[src/bignum_pkg.sv]
package bignum_pkg;

    // Number format: NUM_BLOCKS blocks, least significant block first
    localparam int REGISTER_SIZE = 32;
    localparam int NUM_BLOCKS    = 8;

    // Bits needed to address one block of a number
    localparam int ADDR_W = $clog2(NUM_BLOCKS);

    typedef logic [REGISTER_SIZE-1:0] block_t;

    // One extra bit so a counter can reach NUM_BLOCKS itself
    typedef logic [ADDR_W:0] block_idx_t;

    localparam block_idx_t BLOCK_COUNT = block_idx_t'(NUM_BLOCKS);
    localparam block_idx_t LAST_IDX    = block_idx_t'(NUM_BLOCKS - 1);

    // Running comparison state, null until the first block is seen
    typedef enum logic [1:0] {
        CMP_NULL,
        CMP_A_LESS,
        CMP_A_EQUAL,
        CMP_A_GREATER
    } cmp_result_t;

endpackage
[src/reducer_pkg.sv]
package reducer_pkg;

    // Which operand memory a load writes into
    typedef enum logic {
        SEL_A,
        SEL_N
    } operand_sel_t;

    // One block written into the operand store
    typedef struct packed {
        logic                   valid;
        operand_sel_t           sel;
        bignum_pkg::block_idx_t addr;
        bignum_pkg::block_t     data;
    } load_req_t;

    // One block of the result stream
    typedef struct packed {
        logic               valid;
        logic               last;
        bignum_pkg::block_t data;
    } out_block_t;

endpackage

[src/modular_reducer_top.sv]
`default_nettype none

// Conditional-subtract reducer: emits A - N when A >= N, else A
module modular_reducer_top (
    input  logic                    clk_in,
    input  logic                    rst_in,
    input  reducer_pkg::load_req_t  load,
    input  logic                    start,
    output reducer_pkg::out_block_t result,
    output logic                    busy,
    output logic                    done,
    output logic                    subtracted
);

    import bignum_pkg::*;

    block_idx_t  rd_addr;
    block_t      a_block;
    block_t      n_block;
    cmp_result_t cmp_result;

    logic cmp_valid;
    logic sub_valid;
    logic sub_first;
    logic sub_last;
    logic sub_en;

    operand_store store (
        .clk_in  (clk_in),
        .load    (load),
        .rd_addr (rd_addr),
        .a_block (a_block),
        .n_block (n_block)
    );

    running_comparator comparator (
        .clk_in  (clk_in),
        .rst_in  (rst_in),
        .valid   (cmp_valid),
        .block_a (a_block),
        .block_b (n_block),
        .result  (cmp_result)
    );

    block_subtractor subtractor (
        .clk_in  (clk_in),
        .rst_in  (rst_in),
        .valid   (sub_valid),
        .first   (sub_first),
        .last    (sub_last),
        .sub_en  (sub_en),
        .block_a (a_block),
        .block_n (n_block),
        .result  (result)
    );

    reduction_ctrl ctrl (
        .clk_in     (clk_in),
        .rst_in     (rst_in),
        .start      (start),
        .cmp_result (cmp_result),
        .rd_addr    (rd_addr),
        .cmp_valid  (cmp_valid),
        .sub_valid  (sub_valid),
        .sub_first  (sub_first),
        .sub_last   (sub_last),
        .sub_en     (sub_en),
        .busy       (busy),
        .done       (done),
        .subtracted (subtracted)
    );

endmodule

`default_nettype wire

[src/reduction_ctrl.sv]
`default_nettype none

// Sequences compare pass, decision and output pass of the reducer
module reduction_ctrl (
    input  logic                    clk_in,
    input  logic                    rst_in,
    input  logic                    start,
    input  bignum_pkg::cmp_result_t cmp_result,
    output bignum_pkg::block_idx_t  rd_addr,
    output logic                    cmp_valid,
    output logic                    sub_valid,
    output logic                    sub_first,
    output logic                    sub_last,
    output logic                    sub_en,
    output logic                    busy,
    output logic                    done,
    output logic                    subtracted
);

    import bignum_pkg::*;

    typedef enum logic [1:0] {
        ST_IDLE,
        ST_COMPARE,
        ST_DECIDE,
        ST_EMIT
    } state_t;

    state_t     state;
    block_idx_t cnt;

    logic issue_cmp;
    logic issue_sub;
    logic cmp_valid_q;
    logic sub_valid_q;
    logic sub_first_q;
    logic sub_last_q;
    logic busy_q;
    logic done_q;
    logic take_sub;

    assign rd_addr = cnt;

    // Compare pass counts one past the last block to let the result settle
    assign issue_cmp = (state == ST_COMPARE) && (cnt != BLOCK_COUNT);
    assign issue_sub = (state == ST_EMIT);

    always_ff @(posedge clk_in) begin
        if (rst_in) begin
            state       <= ST_IDLE;
            cnt         <= '0;
            cmp_valid_q <= 1'b0;
            sub_valid_q <= 1'b0;
            sub_first_q <= 1'b0;
            sub_last_q  <= 1'b0;
            busy_q      <= 1'b0;
            done_q      <= 1'b0;
            take_sub    <= 1'b0;
        end else begin
            // Strobes trail the address by the store read latency
            cmp_valid_q <= issue_cmp;
            sub_valid_q <= issue_sub;
            sub_first_q <= issue_sub && (cnt == '0);
            sub_last_q  <= issue_sub && (cnt == LAST_IDX);
            // Last result block leaves the subtractor one cycle later
            done_q      <= sub_last_q;

            if (done_q) begin
                busy_q <= 1'b0;
            end

            case (state)
                ST_IDLE: begin
                    if (start && !busy_q) begin
                        state    <= ST_COMPARE;
                        cnt      <= '0;
                        busy_q   <= 1'b1;
                        take_sub <= 1'b0;
                    end
                end
                ST_COMPARE: begin
                    if (cnt == BLOCK_COUNT) begin
                        state <= ST_DECIDE;
                        cnt   <= '0;
                    end else begin
                        cnt <= cnt + 1'b1;
                    end
                end
                ST_DECIDE: begin
                    take_sub <= (cmp_result == CMP_A_EQUAL) || (cmp_result == CMP_A_GREATER);
                    state    <= ST_EMIT;
                    cnt      <= '0;
                end
                ST_EMIT: begin
                    if (cnt == LAST_IDX) begin
                        state <= ST_IDLE;
                        cnt   <= '0;
                    end else begin
                        cnt <= cnt + 1'b1;
                    end
                end
                default: begin
                    state <= ST_IDLE;
                end
            endcase
        end
    end

    assign cmp_valid  = cmp_valid_q;
    assign sub_valid  = sub_valid_q;
    assign sub_first  = sub_first_q;
    assign sub_last   = sub_last_q;
    assign sub_en     = take_sub;
    assign subtracted = take_sub;
    assign busy       = busy_q;
    assign done       = done_q;

endmodule

`default_nettype wire

[src/block_subtractor.sv]
`default_nettype none

// Block-serial A - N with a borrow chain, or A passed through unchanged
module block_subtractor (
    input  logic                    clk_in,
    input  logic                    rst_in,
    input  logic                    valid,
    input  logic                    first,
    input  logic                    last,
    input  logic                    sub_en,
    input  bignum_pkg::block_t      block_a,
    input  bignum_pkg::block_t      block_n,
    output reducer_pkg::out_block_t result
);

    import bignum_pkg::*;

    logic [REGISTER_SIZE:0] diff;
    logic                   borrow_in;
    logic                   borrow_q;
    logic                   valid_q;
    logic                   last_q;
    block_t                 data_q;

    // No borrow into the least significant block
    assign borrow_in = first ? 1'b0 : borrow_q;

    // MSB of the widened difference is the borrow out
    assign diff = {1'b0, block_a} - {1'b0, block_n} - {{REGISTER_SIZE{1'b0}}, borrow_in};

    always_ff @(posedge clk_in) begin
        if (rst_in) begin
            valid_q  <= 1'b0;
            last_q   <= 1'b0;
            borrow_q <= 1'b0;
        end else begin
            valid_q <= valid;
            last_q  <= valid && last;
            if (valid && sub_en) begin
                borrow_q <= diff[REGISTER_SIZE];
            end
        end
    end

    always_ff @(posedge clk_in) begin
        if (valid) begin
            data_q <= sub_en ? diff[REGISTER_SIZE-1:0] : block_a;
        end
    end

    assign result = '{valid: valid_q, last: last_q, data: data_q};

endmodule

`default_nettype wire

[src/running_comparator.sv]
`default_nettype none

// Magnitude compare of two numbers streamed least significant block first.
// The result is ready one cycle after the last block
module running_comparator (
    input  logic                    clk_in,
    input  logic                    rst_in,
    input  logic                    valid,
    input  bignum_pkg::block_t      block_a,
    input  bignum_pkg::block_t      block_b,
    output bignum_pkg::cmp_result_t result
);

    import bignum_pkg::*;

    cmp_result_t state;
    block_idx_t  block_count;

    // Verdict from a single pair of blocks
    function automatic cmp_result_t classify(block_t a, block_t b);
        cmp_result_t res;
        if (a == b) begin
            res = CMP_A_EQUAL;
        end else if (a < b) begin
            res = CMP_A_LESS;
        end else begin
            res = CMP_A_GREATER;
        end
        return res;
    endfunction

    assign result = state;

    always_ff @(posedge clk_in) begin
        if (rst_in) begin
            state       <= CMP_NULL;
            block_count <= '0;
        end else if (block_count == BLOCK_COUNT) begin
            // Previous number complete; start over or fall back to null
            if (valid) begin
                block_count <= block_idx_t'(1);
                state       <= classify(block_a, block_b);
            end else begin
                block_count <= '0;
                state       <= CMP_NULL;
            end
        end else if (valid) begin
            block_count <= block_count + 1'b1;
            case (state)
                CMP_NULL, CMP_A_EQUAL: begin
                    state <= classify(block_a, block_b);
                end
                CMP_A_LESS: begin
                    // Higher block wins, equal blocks keep the old verdict
                    if (block_a > block_b) begin
                        state <= CMP_A_GREATER;
                    end
                end
                CMP_A_GREATER: begin
                    if (block_a < block_b) begin
                        state <= CMP_A_LESS;
                    end
                end
                default: begin
                    state <= CMP_NULL;
                end
            endcase
        end
    end

endmodule

`default_nettype wire

[src/operand_store.sv]
`default_nettype none

// Block storage for operand A and modulus N
module operand_store (
    input  logic                   clk_in,
    input  reducer_pkg::load_req_t load,
    input  bignum_pkg::block_idx_t rd_addr,
    output bignum_pkg::block_t     a_block,
    output bignum_pkg::block_t     n_block
);

    import bignum_pkg::*;
    import reducer_pkg::*;

    block_t mem_a [NUM_BLOCKS];
    block_t mem_n [NUM_BLOCKS];

    logic [ADDR_W-1:0] wr_idx;
    logic [ADDR_W-1:0] rd_idx;

    // Top address bit only matters for counters, not for storage
    assign wr_idx = load.addr[ADDR_W-1:0];
    assign rd_idx = rd_addr[ADDR_W-1:0];

    always_ff @(posedge clk_in) begin
        if (load.valid) begin
            if (load.sel == SEL_A) begin
                mem_a[wr_idx] <= load.data;
            end else begin
                mem_n[wr_idx] <= load.data;
            end
        end
    end

    // Both operands come out together, one cycle after the address
    always_ff @(posedge clk_in) begin
        a_block <= mem_a[rd_idx];
        n_block <= mem_n[rd_idx];
    end

endmodule

`default_nettype wire

[config.mk]
export PLATFORM = sky130hd
export DESIGN_NAME = modular_reducer_top
export DESIGN_NICKNAME = d
export VERILOG_FILES = /design/src/bignum_pkg.sv /design/src/reducer_pkg.sv /design/src/modular_reducer_top.sv /design/src/reduction_ctrl.sv /design/src/block_subtractor.sv /design/src/running_comparator.sv /design/src/operand_store.sv
export SDC_FILE = /design/constraint.sdc
export NUM_CORES = 1
export LEC_CHECK = 0
export BUFFER_PORTS_ARGS = -buffer_cell sky130_fd_sc_hd__buf_2
export CORE_UTILIZATION = 61
export CTS_BUF_LIST = sky130_fd_sc_hd__clkbuf_4 sky130_fd_sc_hd__clkbuf_8 sky130_fd_sc_hd__clkbuf_16
export CTS_CLUSTER_DIAMETER = 100
export DETAILED_ROUTE_END_ITERATION = 10
export GPL_TIMING_DRIVEN = 0
export HOLD_SLACK_MARGIN = 0.02
export PLACE_DENSITY_LB_ADDON = 0.3
export RECOVER_POWER = 25
export SLEW_MARGIN = 20
export SYNTH_ARGS = -nofsm -noshare
export SYNTH_HDL_FRONTEND = slang
export SYNTH_HIERARCHICAL = 1
export SYNTH_SLANG_ARGS = --single-unit
[constraint.sdc]
create_clock -name clk_in -period 9.2 [get_ports clk_in]
set_input_delay 0.92 -clock clk_in [delete_from_list [all_inputs] [get_ports clk_in]]
set_output_delay 0.92 -clock clk_in [all_outputs]
set_load 0.05 [all_outputs]
---- Yosys cells after proc, flatten, opt, wreduce, memory -nomap -nowiden ----
Memories as Yosys holds them, arrays and structs flattened. A register that Yosys moved wholly into a read port is not among the register bits.
Index checks and enable logic that the tools add are counted.
storage, ports and cells
  bits in registers ....................... 54
  RAM bits ................................ 512
  bits of input ports ..................... 41
  logic and storage cells ................. 88
  memories kept ........................... 2
operators by class
  add/subtract/negate cells ............... 4
  magnitude comparators ................... 2
  equality and inequality tests ........... 16
  multiplexer cells ....................... 32
  reductions and logical operators ........ 17
memories
  name         depth  bits a word  rd ports  clocked after memory_dff  wr ports  RTL line             source
  store.mem_a  8      32           1         1                         1         operand_store.sv:15  block_t mem_a [NUM_BLOCKS];
  store.mem_n  8      32           1         1                         1         operand_store.sv:16  block_t mem_n [NUM_BLOCKS];
operators with widths
  kind                                                  number
  subtractor 32 x 32 -> 33 bit                          1
  subtractor 33 x 1 -> 33 bit                           1
  equality test 32 bit                                  1
  > comparator 32 bit                                   1
  < comparator 32 bit                                   1
  2-to-1 mux 32 bit                                     1
  2-to-1 mux 2 bit                                      10
  2-to-1 mux 4 bit                                      5
  one-hot mux 4 bit (4 select lines)                    1
  2-to-1 mux 1 bit                                      12
  adder 4 x 1 -> 4 bit (second input constant)          2
  equality test 2 bit (second input constant)           4
  equality test 4 bit (second input constant)           2
  one-hot mux 2 bit (4 select lines)                    1
  logical AND 1 bit                                     6
  != test 3 x 1 -> 1 bit (second input constant)        2
  one-hot mux 2 bit (3 select lines)                    1
  AND reduction 3 bit                                   2
  equality test 2 x 1 -> 1 bit (second input constant)  2
  equality test 4 x 3 -> 1 bit (second input constant)  1
  logical NOT 2 bit                                     2
  logical NOT 4 bit                                     1
  != test 2 bit (second input constant)                 2
  != test 4 bit (second input constant)                 1
  7 further kinds                                       8

---- Logic depth before layout (Yosys ltp) ----
  depth after elaboration ................. 6
  depth in mapped cells ................... 13
  depth with buffers taken out ............ 12

---- By module ----
Netlist, hierarchy kept.
by module, submodules not included
  module              instances  cells each  area each (sq um)
  operand_store       1          826         20598.5
  block_subtractor    1          488         3986.3
  running_comparator  1          151         1128.6
  reduction_ctrl      1          71          690.7

---- Worst setup path after synthesis ----
OpenSTA, ideal clock, no wires.
  path type ............................... input-to-reg
  start point ............................. in load[32] (netlist bit)
  end point ............................... mem store/mem_a[0][0] (netlist bit), enable pin
  library setup time ...................... 0.461 ns
  data arrival time ....................... 3.639 ns
  setup slack ............................. 5.100 ns
  stages .................................. 2
  path buffers ............................ 0
  cells stage by stage .................... or3b_2 > nor3_1
RTL lines
  item         RTL line                  source
  from (decl)  modular_reducer_top.sv:7  input reducer_pkg::load_req_t load,
  to (decl)    operand_store.sv:15
No word-level cell before the write port.

---- Worst setup path in the final report ----
  start point ............................. reg ctrl.sub_first_q (netlist: ctrl/sub_first)
  end point ............................... reg subtractor.data_q[31] (data pin)
between the ends
  cells in the longest elaborated chain, start to end .. 3
ends and longest elaborated chain
  item                         RTL line                source
  from (decl)                  reduction_ctrl.sv:36    logic sub_first_q;
  from (signal assigned)       reduction_ctrl.sv:63    sub_first_q <= issue_sub && (cnt == '0);
  2-to-1 mux 1 bit             block_subtractor.sv:26  assign borrow_in = first ? 1'b0 : borrow_q;
  subtractor 33 x 1 -> 33 bit  block_subtractor.sv:29  assign diff = {1'b0, block_a} - {1'b0, block_n} - {{REGISTER_SIZE{1'b0}}, borrow_in};
  2-to-1 mux 32 bit            block_subtractor.sv:47  data_q <= sub_en ? diff[REGISTER_SIZE-1:0] : block_a;
  to (signal assigned)         block_subtractor.sv:47
  to (decl)                    block_subtractor.sv:23  block_t data_q;
Every way passes these cells.
A chain may end at the register's enable or synchronous reset.

==> results.md <==
* YS warnings at 6
* Synthesized instance count at 1536
* Core area at 42320 um2
* Ys async rst share at 0
* Max-cap violations at 0
* Sink Count at 630
* R2r setup slk at 5.78 ns
* Fin worst setup slack at 5.782 ns
* Post-synthesis register bit count at 630
* Vias per inst at 6.149
* Data required, critical path at 9.50 ns
* Fin. Hold Viols at 0
* # port buffers at 76
* CTS tree: built
* Synth-to-Final Area Change at 14.14%
* Nets@finish at 1854
* Crit share post-route at 0.3715
* Antenna Cells at 0
* Final Max Slew Viols at 0
* Die Span Y at 210.1 um
* WHS Endpoint: subtractor/last_q
* Reg-to-reg endpoint: subtractor/data_q[31]
* DRT Pass-1 Iters at 6
* CTS Buf Count at 59
* Cts hold-fix bufs at 0
* Worst-path clk slew at 0.06 ns
* Setup TNS at 0 ns
* CP endpoint kind: flop
* Power per cell area at 253.2 nW/um2
* Chip Width at 210.1 um
* WS Path Type: flop to flop
* Worst Clk Skew at 0.02472 ns
* First-pass GRT wire length at 88.42 mm
* Synth cell count leaders: edfxtp_1, inv_1, mux4_2
* CTS-repair resized insts at 0
* GPL Wtd Cong at 0.8999
* Combinational share of power at 0.243
* Tot Pwr at 0.007631 W
* Clock H-tree levels at 2
* Setup Fix Bufs, Post-CTS at 0
* WL final at 59.62 mm
* Clock Power Share at 0.321
* Largest area contributor in the netlist: edfxtp_1
* Hpwl dp at 39.85 mm
* Number of core rows at 75
* Headroom to the max-slew limit at 0.2585
* Initial antenna violation count at 0
* Unique masters post-synth at 73
* Setup WS pre-CTS at 5.824 ns
* Pleak at 10.46 nW
* Clock buffer depth at 3
* Area contributors post-synth: edfxtp_1, mux4_2, dfxtp_1, ha_1, mux2_2
* Reg power frac at 0.435
* Iteration-0 DRC Markers at 1445
* Syn_nets at 1682
* Hold depth at 1
* CP Max Fanout at 4
* Worst slew pin tran at 1.112 ns
* Switch Pwr at 0.002152 W
* Post-synth EDFFs at 544
* Filler Cell Count at 2571
* Min-delay src: ctrl/sub_last
* Sw Share at 0.2820
* Cell Int Power at 0.005479 W
* Worst hold path type: flop to flop
* Antenna Nets Post-Route at 0
* FF-to-FF path depth at 11
* Dominant synthesized flop cell: edfxtp_1
* FF-to-FF Start: ctrl/sub_first
* Avg Cell Area, Syn at 17.19 um2
* Arr. time, crit path at 3.72 ns
* Vias in the first global route at 14490
* Highest clock rate at 292.6 MHz
* Root buffer selected by CTS: clkbuf_16
* Synth top area share at 0.6187
* Finish-stage setup viols at 0
* Worst-skew pair later-pin latency at 0.62 ns
* Sequential fraction of the synthesis area at 0.6839
* Wire per inst at 25.55 um
* Status: finished, final reports clean
* Largest net degree at the start of global routing at 21
* I/O Pins at 78
* Final Util at 0.7121
* Layout cells sized above 1 at 0.2561
* Grt ovf at 0
* Top-count cell post-synth: edfxtp_1
* Fin Hold WS at 0.4544 ns
* Final Critical Period at 3.418 ns
* CP Launch Type: flop
* DRC at 0
* RSZ-0062 raised after global routing: no
* Vias at 14350
* Gr usage total at 0.2779
* Syn Std Cell Area at 26400 um2
* VDD IR max at 0.0002159 V
* Initial core utilization at 0.6239
* Die area at 44120 um2
cell usage in the layout, fill, tap and decap left out, types with 10 or more instances in the layout:
| cell type | count |
|---|---|
| xnor2_1 | 21 |
| clkbuf_4 | 15 |
| nand3_1 | 16 |
| nand2b_1 | 11 |
| a21oi_1 | 61 |
| clkbuf_8 | 10 |
| nor2_4 | 12 |
| clkbuf_1 | 44 |
| edfxtp_1 | 544 |
| buf_6 | 15 |
| mux2_2 | 67 |
| buf_4 | 20 |
| ha_1 | 103 |
| clkbuf_16 | 62 |
| a21o_1 | 14 |
| nor2_1 | 33 |
| dfxtp_1 | 85 |
| buf_2 | 61 |
| nand2_1 | 65 |
| mux4_2 | 128 |
| o21ai_0 | 39 |
| buf_1 | 12 |
| mux2i_1 | 11 |
| nand4_1 | 18 |
| inv_1 | 138 |
power groups by stage:
| stage | Sequential (W) | Combinational [W] | Clock [W] |
|---|---|---|---|
| floorplan | 0.00337 | 0.00138 | 0 |
| global placement | 0.00338 | 0.00177 | 0 |
| detailed placement | 0.00338 | 0.00182 | 0 |
| CTS | 0.00332 | 0.00185 | 0.00248 |
| global route | 0.00333 | 0.00204 | 0.00258 |
| finish | 0.00332 | 0.00186 | 0.00245 |
critical path: stages (launching register included):
cell and delay, ns:
dfxtp_1 0.30, nand2b_1 0.16, fa_1 0.40, ha_1 0.28, o21ai_0 0.10, a31oi_1 0.32, o21bai_1 0.16, o21ai_0 0.40
nand4_1 0.23, a21oi_1 0.34, mux2i_1 0.23, o311ai_0 0.19
stage by stage:
| step | instances | area [um2] |
|---|---|---|
| floorplan | 1536 | 26400 |
| global placement | 2189 | 27510 |
| detailed placement | 2224 | 28170 |
| CTS | 2334 | 30160 |
| global route | 2334 | 30140 |
| finish | 2334 | 30140 |
how the worst max path moves through the flow:
stage	from	to	slack (ns)	cells after the start
after floorplan	load[32]	store/mem_a[0][0]	5.10	2
after global placement	load[32]	store/mem_a[0][30]	2.54	3
after detailed placement	ctrl/sub_first	subtractor/data_q[31]	5.82	11
after CTS	ctrl/sub_first	subtractor/data_q[31]	5.80	11
after global routing	ctrl/sub_first	subtractor/data_q[31]	5.47	11
final	ctrl/sub_first	subtractor/data_q[31]	5.78	11
per-layer routing:
metal  vias to the layer above  part of all wire  track usage
li1                       6274                 -            -
met1                      7316              0.42       0.3977
met2                       650              0.47       0.4411
met3                       111             0.082      0.04768
met4                         0             0.028      0.09112
met5                         -                 0            0
cells by family (layout without fill, tap and decap cells):
group                      count (synthesis)  after routing  share of synthesized area
xor gates and xnor gates                  30             30                   0.009951
muxes                                    206            206                     0.1419
AOI/OAI and AO/OA                        172            172                    0.04374
buffers and inverters                    197            418                    0.03227
DFF                                      630            630                     0.6839
and+or+nand+nor                          196            196                    0.03791
adders and majority gates                105            105                    0.05032
registers in the layout, summed over array words and instances (netlist names), 2 cells and up:
signal	flops
store/mem_a	256
store/mem_n	256
store/a_block	32
store/n_block	32
subtractor/data_q	32
comparator/block_count	4
ctrl/rd_addr	4
comparator/result	2
ctrl/state	2
area by class of cell:
cell class,count,area [um2],share of cell area
repair buffers,111,902.1,0.02993
inverters,139,521.8,0.01731
well taps,577,721.9,0.02396
multi-input cells,709,7605,0.2523
clock inverters,23,195.2,0.006477
clock buffers,87,1802,0.05979
plain buffers,58,330.3,0.01096
flip-flops and latches,630,18060,0.5992
Power figures use the tool's default switching activity.
